## src/sb_pkg.sv

```systemverilog
`default_nettype none

package sb_pkg;

  // Buffer geometry
  localparam int sb_depth = 16;
  localparam int sb_index_bits = $clog2(sb_depth);
  // Whole doubleword address, bits 31 down to 3
  localparam int sb_tag_bits = 29;

  typedef logic [63:0] sb_dword_t;
  typedef logic [7:0] sb_strb_t;
  typedef logic [sb_index_bits-1:0] sb_index_t;

  // CPU side request where a zero strobe means a load
  typedef struct packed {
    logic        valid;
    logic [31:0] addr;
    sb_dword_t   wdata;
    sb_strb_t    wstrb;
  } cpu_req_t;

  typedef struct packed {
    logic      ready;
    sb_dword_t rdata;
  } cpu_rsp_t;

  // Memory side request for a full doubleword
  typedef struct packed {
    logic        valid;
    logic        store;
    logic [31:0] addr;
    sb_dword_t   wdata;
  } mem_req_t;

  typedef struct packed {
    logic      ready;
    sb_dword_t rdata;
  } mem_rsp_t;

  // One line of the array
  typedef struct packed {
    logic                   valid;
    logic                   dirty;
    logic [sb_tag_bits-1:0] tag;
    sb_dword_t              data;
  } sb_entry_t;

  typedef struct packed {
    logic      en;
    sb_index_t index;
    sb_entry_t entry;
  } sb_ram_wr_t;

endpackage

`default_nettype wire

```

## src/sb_entry_ram.sv

```systemverilog
`default_nettype none

module sb_entry_ram
  import sb_pkg::*;
(
  input  logic       clock,
  input  logic       reset,
  input  sb_index_t  rd_index0,
  input  sb_index_t  rd_index1,
  output sb_entry_t  rd_entry0,
  output sb_entry_t  rd_entry1,
  input  sb_ram_wr_t wr0,
  input  sb_ram_wr_t wr1
);

  sb_entry_t entries [sb_depth];
  logic [sb_depth-1:0] valid_q;

  // Port 1 written last and wins on a shared index
  always_ff @(posedge clock) begin
    if (wr0.en) begin
      entries[wr0.index] <= wr0.entry;
    end
    if (wr1.en) begin
      entries[wr1.index] <= wr1.entry;
    end
  end

  always_ff @(posedge clock) begin
    if (!reset) begin
      valid_q <= '0;
    end else begin
      if (wr0.en) begin
        valid_q[wr0.index] <= wr0.entry.valid;
      end
      if (wr1.en) begin
        valid_q[wr1.index] <= wr1.entry.valid;
      end
    end
  end

  // Reads see last cycle's contents with no bypass
  always_comb begin
    rd_entry0 = entries[rd_index0];
    rd_entry0.valid = valid_q[rd_index0];
    rd_entry1 = entries[rd_index1];
    rd_entry1.valid = valid_q[rd_index1];
  end

endmodule

`default_nettype wire

```

## src/sb_index_lock.sv

```systemverilog
`default_nettype none

module sb_index_lock
  import sb_pkg::*;
(
  input  logic      clock,
  input  logic      reset,
  input  logic      claim0,
  input  logic      claim1,
  input  sb_index_t index0,
  input  sb_index_t index1,
  input  logic      release0,
  input  logic      release1,
  output logic      grant0,
  output logic      grant1
);

  logic      owned0;
  logic      owned1;
  sb_index_t owned_index0;
  sb_index_t owned_index1;

  // Blocked while the other port holds the index
  assign grant0 = claim0 && !(owned1 && (owned_index1 == index0));

  // Port 0 takes precedence on a same-cycle tie
  assign grant1 = claim1 && !(owned0 && (owned_index0 == index1)) &&
                  !(claim0 && (index0 == index1));

  always_ff @(posedge clock) begin
    if (!reset) begin
      owned0 <= 1'b0;
      owned1 <= 1'b0;
    end else begin
      if (grant0) begin
        owned0 <= 1'b1;
      end else if (release0) begin
        owned0 <= 1'b0;
      end
      if (grant1) begin
        owned1 <= 1'b1;
      end else if (release1) begin
        owned1 <= 1'b0;
      end
    end
  end

  always_ff @(posedge clock) begin
    if (grant0) begin
      owned_index0 <= index0;
    end
    if (grant1) begin
      owned_index1 <= index1;
    end
  end

endmodule

`default_nettype wire

```

## src/sb_port_ctrl.sv

```systemverilog
`default_nettype none

module sb_port_ctrl
  import sb_pkg::*;
(
  input  logic       clock,
  input  logic       reset,
  input  cpu_req_t   cpu_req,
  output cpu_rsp_t   cpu_rsp,
  output mem_req_t   mem_req,
  input  mem_rsp_t   mem_rsp,
  output logic       claim,
  output sb_index_t  claim_index,
  input  logic       grant,
  output logic       lock_release,
  output sb_index_t  rd_index,
  input  sb_entry_t  rd_entry,
  output sb_ram_wr_t wr
);

  typedef enum logic [2:0] {
    idle,
    lookup,
    writeback,
    refill,
    respond
  } state_t;

  state_t    state;
  state_t    state_next;
  cpu_req_t  req_q;
  sb_entry_t entry_q;
  sb_entry_t entry_next;
  sb_entry_t merged;
  sb_index_t req_index;
  logic      accept;
  logic      is_store;
  logic      hit;

  assign claim = (state == idle) && cpu_req.valid;
  assign claim_index = cpu_req.addr[sb_index_bits+2:3];
  assign rd_index = claim_index;
  assign accept = claim && grant;

  assign req_index = req_q.addr[sb_index_bits+2:3];
  assign is_store = |req_q.wstrb;
  assign hit = entry_q.valid && (entry_q.tag == req_q.addr[31:3]);

  // Lock is dropped at the edge that ends the response
  assign lock_release = (state == respond);

  always_comb begin
    cpu_rsp.ready = (state == respond);
    if ((state == respond) && !is_store) begin
      cpu_rsp.rdata = entry_q.data;
    end else begin
      cpu_rsp.rdata = '0;
    end
  end

  // Strobed bytes over the buffered doubleword
  always_comb begin
    merged = entry_q;
    merged.dirty = 1'b1;
    for (int i = 0; i < 8; i++) begin
      if (req_q.wstrb[i]) begin
        merged.data[8*i +: 8] = req_q.wdata[8*i +: 8];
      end
    end
  end

  always_comb begin
    state_next = state;
    entry_next = entry_q;
    mem_req = '0;
    wr = '0;
    case (state)
      idle: begin
        if (accept) begin
          entry_next = rd_entry;
          state_next = lookup;
        end
      end
      lookup: begin
        if (hit) begin
          if (is_store) begin
            wr.en = 1'b1;
            wr.index = req_index;
            wr.entry = merged;
          end
          state_next = respond;
        end else if (entry_q.valid && entry_q.dirty) begin
          state_next = writeback;
        end else begin
          state_next = refill;
        end
      end
      writeback: begin
        // Victim address rebuilt from its tag
        mem_req.valid = 1'b1;
        mem_req.store = 1'b1;
        mem_req.addr = {entry_q.tag, 3'b000};
        mem_req.wdata = entry_q.data;
        if (mem_rsp.ready) begin
          state_next = refill;
        end
      end
      refill: begin
        mem_req.valid = 1'b1;
        mem_req.addr = {req_q.addr[31:3], 3'b000};
        if (mem_rsp.ready) begin
          entry_next.valid = 1'b1;
          entry_next.dirty = 1'b0;
          entry_next.tag = req_q.addr[31:3];
          entry_next.data = mem_rsp.rdata;
          wr.en = 1'b1;
          wr.index = req_index;
          wr.entry = entry_next;
          state_next = lookup;
        end
      end
      respond: begin
        state_next = idle;
      end
      default: begin
        state_next = idle;
      end
    endcase
  end

  always_ff @(posedge clock) begin
    if (!reset) begin
      state <= idle;
    end else begin
      state <= state_next;
    end
  end

  always_ff @(posedge clock) begin
    if (accept) begin
      req_q <= cpu_req;
    end
    entry_q <= entry_next;
  end

endmodule

`default_nettype wire

```

## src/store_buffer.sv

```systemverilog
`default_nettype none

module store_buffer
  import sb_pkg::*;
(
  input  logic     clock,
  input  logic     reset,
  input  cpu_req_t cpu0_req,
  input  cpu_req_t cpu1_req,
  output cpu_rsp_t cpu0_rsp,
  output cpu_rsp_t cpu1_rsp,
  output mem_req_t mem0_req,
  output mem_req_t mem1_req,
  input  mem_rsp_t mem0_rsp,
  input  mem_rsp_t mem1_rsp
);

  logic       claim0;
  logic       claim1;
  sb_index_t  claim_index0;
  sb_index_t  claim_index1;
  logic       grant0;
  logic       grant1;
  logic       release0;
  logic       release1;
  sb_index_t  rd_index0;
  sb_index_t  rd_index1;
  sb_entry_t  rd_entry0;
  sb_entry_t  rd_entry1;
  sb_ram_wr_t wr0;
  sb_ram_wr_t wr1;

  sb_port_ctrl port0 (
    .clock        (clock),
    .reset        (reset),
    .cpu_req      (cpu0_req),
    .cpu_rsp      (cpu0_rsp),
    .mem_req      (mem0_req),
    .mem_rsp      (mem0_rsp),
    .claim        (claim0),
    .claim_index  (claim_index0),
    .grant        (grant0),
    .lock_release (release0),
    .rd_index     (rd_index0),
    .rd_entry     (rd_entry0),
    .wr           (wr0)
  );

  sb_port_ctrl port1 (
    .clock        (clock),
    .reset        (reset),
    .cpu_req      (cpu1_req),
    .cpu_rsp      (cpu1_rsp),
    .mem_req      (mem1_req),
    .mem_rsp      (mem1_rsp),
    .claim        (claim1),
    .claim_index  (claim_index1),
    .grant        (grant1),
    .lock_release (release1),
    .rd_index     (rd_index1),
    .rd_entry     (rd_entry1),
    .wr           (wr1)
  );

  sb_index_lock lock (
    .clock    (clock),
    .reset    (reset),
    .claim0   (claim0),
    .claim1   (claim1),
    .index0   (claim_index0),
    .index1   (claim_index1),
    .release0 (release0),
    .release1 (release1),
    .grant0   (grant0),
    .grant1   (grant1)
  );

  sb_entry_ram ram (
    .clock     (clock),
    .reset     (reset),
    .rd_index0 (rd_index0),
    .rd_index1 (rd_index1),
    .rd_entry0 (rd_entry0),
    .rd_entry1 (rd_entry1),
    .wr0       (wr0),
    .wr1       (wr1)
  );

endmodule

`default_nettype wire

```

## config.mk

```make
export PLATFORM = sky130hd
export DESIGN_NAME = store_buffer
export DESIGN_NICKNAME = d
export VERILOG_FILES = /design/src/sb_pkg.sv /design/src/sb_entry_ram.sv /design/src/sb_index_lock.sv /design/src/sb_port_ctrl.sv /design/src/store_buffer.sv
export SDC_FILE = /design/constraint.sdc
export NUM_CORES = 2
export LEC_CHECK = 0
export CAP_MARGIN = 20
export CORE_MARGIN = 4
export CORE_UTILIZATION = 59
export CTS_CLUSTER_DIAMETER = 150
export DETAILED_ROUTE_END_ITERATION = 7
export DONT_BUFFER_PORTS = 1
export PLACE_DENSITY_LB_ADDON = 0.1
export SLEW_MARGIN = 20
export SYNTH_ARGS = -nofsm -noshare
export SYNTH_HDL_FRONTEND = slang
export SYNTH_SLANG_ARGS = --single-unit
```

## constraint.sdc

```tcl
create_clock -name clock -period 12.3 [get_ports clock]
set_input_delay 0.615 -clock clock [delete_from_list [all_inputs] [get_ports clock]]
set_output_delay 0.615 -clock clock [all_outputs]
set_load 0.02 [all_outputs]
```

==> impl_metrics.csv <==
group,metric,value,unit
outcome,status,"finished, violations left",
outcome,violations,"max-slew violations",
worst_setup_path,worstPathMaxFanout,67,
final_layout,post-route-util,65.4,%
place,globalplace.congestion,0.860,
power,powerDensity,132,nW/um^2
timing,setup_viol,0,
timing,report.final.hold_viol_count,0,
floorplanning,core,179000,sq um
power,vdd_ir_drop_max,0.127,mV
synth,synthDistinctLibCells,50,
detailed_routing,ant_nets,0,
timing,relSlewSlack,-7.16,%
floorplanning,die-height,432,microns
global_route,gr-total-overflow,0,
detailed_routing,routed_wl,387000,microns
timing,hold_slack,54.3,ps
final_layout,drive_gt1_share,18.1,%
cts,clk_latency,880,ps
cts,clock_path_buffers,3,
detailed_routing,routedWlPerCell,36.8,microns
place,place_area,107000,sq um
synth,muxShareOfSynthArea,25.0,%
synth,postSynthCellCount,8143,
final_layout,multi_input_area,45300,sq um
final_layout,final_cell_area,117000,sq um
synth,yosysSeqAreaShare,54.1,%
cts,ctsResizeCount,0,
detailed_routing,avgViaCountPerCell,7.39,
synth,avgSynthCellArea,13.1,sq um
timing,fin_crit_sh,59.1,%
timing,max_freq,0.138,GHz
detailed_routing,drt_iter0_drc,14154,
floorplanning,initial_core_util,59.5,%
timing,tns,0,ps
place,hpwlAfterDp,200000,microns
synth,synthSimpleGateAreaFrac,9.09,%
cts,cts_made_buffers,206,
synth,synth-seq-cells,1924,
worst_hold_path,holdCritPathClass,"primary input to register",
worst_setup_path,critPathKind,"register to register",
worst_setup_path,startpoint_type,"register",
synth,synth_fa_ha_area_share,0,%
timing,worst_slack,5030,ps
place,dpl.cell_count,9780,
timing,clock_skew,33.4,ps
timing,drv_slew,173,
cts,ctsHoldBuffers,325,
synth,synth_compound_area_share,7.55,%
final_layout,synthToLayoutAreaGrowth,10.0,%
cts,ctsHtreeMaxLevel,4,
global_route,grt_pass1_vias,75457,
cts,cts_root_buf,"clkbuf_16",
cts,clk_pin_slew,60,ps
synth,synth_top_family_by_area,"multiplexers",
floorplanning,die_width,432,microns
worst_setup_path,cp.required,12800,ps
cts,postCtsSetupBuffers,0,
final_layout,fin_nets,8303,
global_route,grt_pass1_wl,542000,microns
flow_run,drv_cap,0,
final_layout,seq_area,57500,sq um
final_layout,stdcell_count,10513,
synth,async_flop_share,0,%
timing,grt_setup_unrepaired,"no",
worst_setup_path,crit_arrival,7770,ps
floorplanning,die_area,187000,sq um
floorplanning,core.rowCount,155,
worst_setup_path,endpoint_kind,"register",
place,preCtsSetupSlack,5250,ps
synth,syn_area,106000,sq um
timing,worst_pin_slew,1610,ps
synth,synth_edf_count,1900,
place,io_buffers,0,
final_layout,fill_cells,12932,
synth,ys.flop_type,"edfxtp_1",
global_route,grt_usage,40.9,%
global_route,grt_max_degree,385,
floorplanning,ioPinCount,668,
detailed_routing,drt_drc_violations_left,0,
cts,cts_sinks,1924,
detailed_routing,vias,77692,
power,p_leak,41.8,nW
cts,cts_tree,"done",
synth,yosysWarnings,0,
timing,fin_crit,7270,ps
synth,synthXorXnorAreaFrac,0.577,%
power,total_power,15.5,mW
global_route,antenna_found_initial,20,
detailed_routing,firstDrtPassIters,7,
-- worst paths after layout --
check / slack [ps] / end / startpoint / depth (start not counted)
worst max-delay path: 5030 / ram.entries[9][45]$_DFFE_PP_ / port0.state[1]$_SDFFE_PN0P_ / 11
worst min-delay path: 50 / port0.entry_q[7]$_DFFE_PP_ / mem0_rsp[7] / 2
worst max register to register: 5030 / ram.entries[9][45]$_DFFE_PP_ / port0.state[1]$_SDFFE_PN0P_ / 11
worst min register to register: 490 / ram.valid_q[6]$_SDFF_PN0_ / ram.valid_q[6]$_SDFF_PN0_ / 1
-- flip-flops by register name, indices dropped and copies added (netlist names) --
signal	flops
port1.req_index	4
ram.entries	1504
port0.entry_q	95
port0.req_q	97
port0.req_index	4
port1.req_q	97
lock.owned1	1
lock.owned0	1
port0.state	3
ram.valid_q	16
port1.entry_q	95
lock.owned_index1	4
port1.state	3
-- layout by cell type (no fill, tap or decap), types with 5 or more instances in the layout --
master / instances
buf_4: 146
bufinv_16: 14
nand2_1: 683
and3_1: 129
xor2_1: 10
inv_6: 6
nor4b_1: 5
clkinv_2: 32
o31a_1: 11
dlygate4sd3_1: 325
a22o_1: 50
a22oi_1: 53
conb_1: 6
clkinv_8: 6
clkinv_1: 63
xnor2_1: 60
nand3_1: 5
mux4_2: 950
dfxtp_1: 22
and2_1: 130
nor4_1: 11
a21oi_1: 1148
nand2b_1: 9
o21ai_4: 5
o21ai_1: 54
o21ai_0: 19
edfxtp_1: 1900
a211oi_4: 10
mux2i_1: 514
o21a_1: 69
clkbuf_1: 46
buf_12: 12
diode_2: 28
or2_4: 11
nand4_1: 23
a21oi_2: 30
nor2_1: 1277
clkbuf_16: 209
nor3_1: 15
-- synth_stat cells (12+ instances only) --
cell | n | area, sq um
and3_1 | 132 | 826
buf_4 | 21 | 158
o21a_1 | 69 | 518
nand2_1 | 686 | 2570
buf_1 | 70 | 263
a22o_1 | 50 | 438
nor2_1 | 1280 | 4800
edfxtp_1 | 1900 | 57100
a22oi_1 | 53 | 398
and2_1 | 130 | 813
xnor2_1 | 60 | 526
a21oi_1 | 1179 | 5900
clkbuf_1 | 389 | 1460
nand2b_1 | 12 | 75.1
mux4_2 | 950 | 21400
mux2i_1 | 514 | 5140
or2_2 | 12 | 75.1
nand4_1 | 23 | 144
nor3_1 | 16 | 80.1
dfxtp_1 | 24 | 480
o21ai_0 | 77 | 385
buf_2 | 403 | 2020
-- where the power goes --
part	internal (mW)	total (mW)	leakage, nW	switching (mW)
Clock	3.39	6.10	3.11	2.71
Sequential	7.45	7.70	17.6	0.259
Combinational	0.670	1.65	21.1	0.980
Total	11.5	15.5	41.8	3.95
-- metal layers --
| metal | track usage, % | part of all wire (%) |
|---|---|---|
| met5 | 0 | 0.0070 |
| met2 | 62.4 | 45 |
| met4 | 25.1 | 7.3 |
| met1 | 53.7 | 33 |
| met3 | 9.65 | 14 |
-- area by class of cell --
cell class / count / share of cell area [%]
Sequential cell: 1924 / 49.2
Clock inverter: 122 / 0.853
Inverter: 8 / 0.0342
Tap cell: 2355 / 2.52
Timing Repair Buffer: 489 / 4.01
Clock buffer: 255 / 4.62
Multi-Input combinational cell: 5332 / 38.7
Antenna cell: 28 / 0.0599
-- worst max-delay path, cell delays in order (launching register included) --
cell and delay [ps]:
dfxtp_1 440, nand2b_2 580, clkinv_2 140, buf_4 900, and3_4 770, buf_4 700
a22oi_1 190, buf_4 260, nor4_1 350, or2_4 640, buf_4 970, buf_4 720
-- kinds of logic after synthesis --
| family | after synthesis |
|---|---|
| mux | 1464 |
| simple gates | 2327 |
| other cells | 1 |
| flops | 1924 |
| buf+inv | 892 |
| xor+xnor | 70 |
| compound gates | 1465 |
No activity file was read; power rests on OpenSTA's default activity.
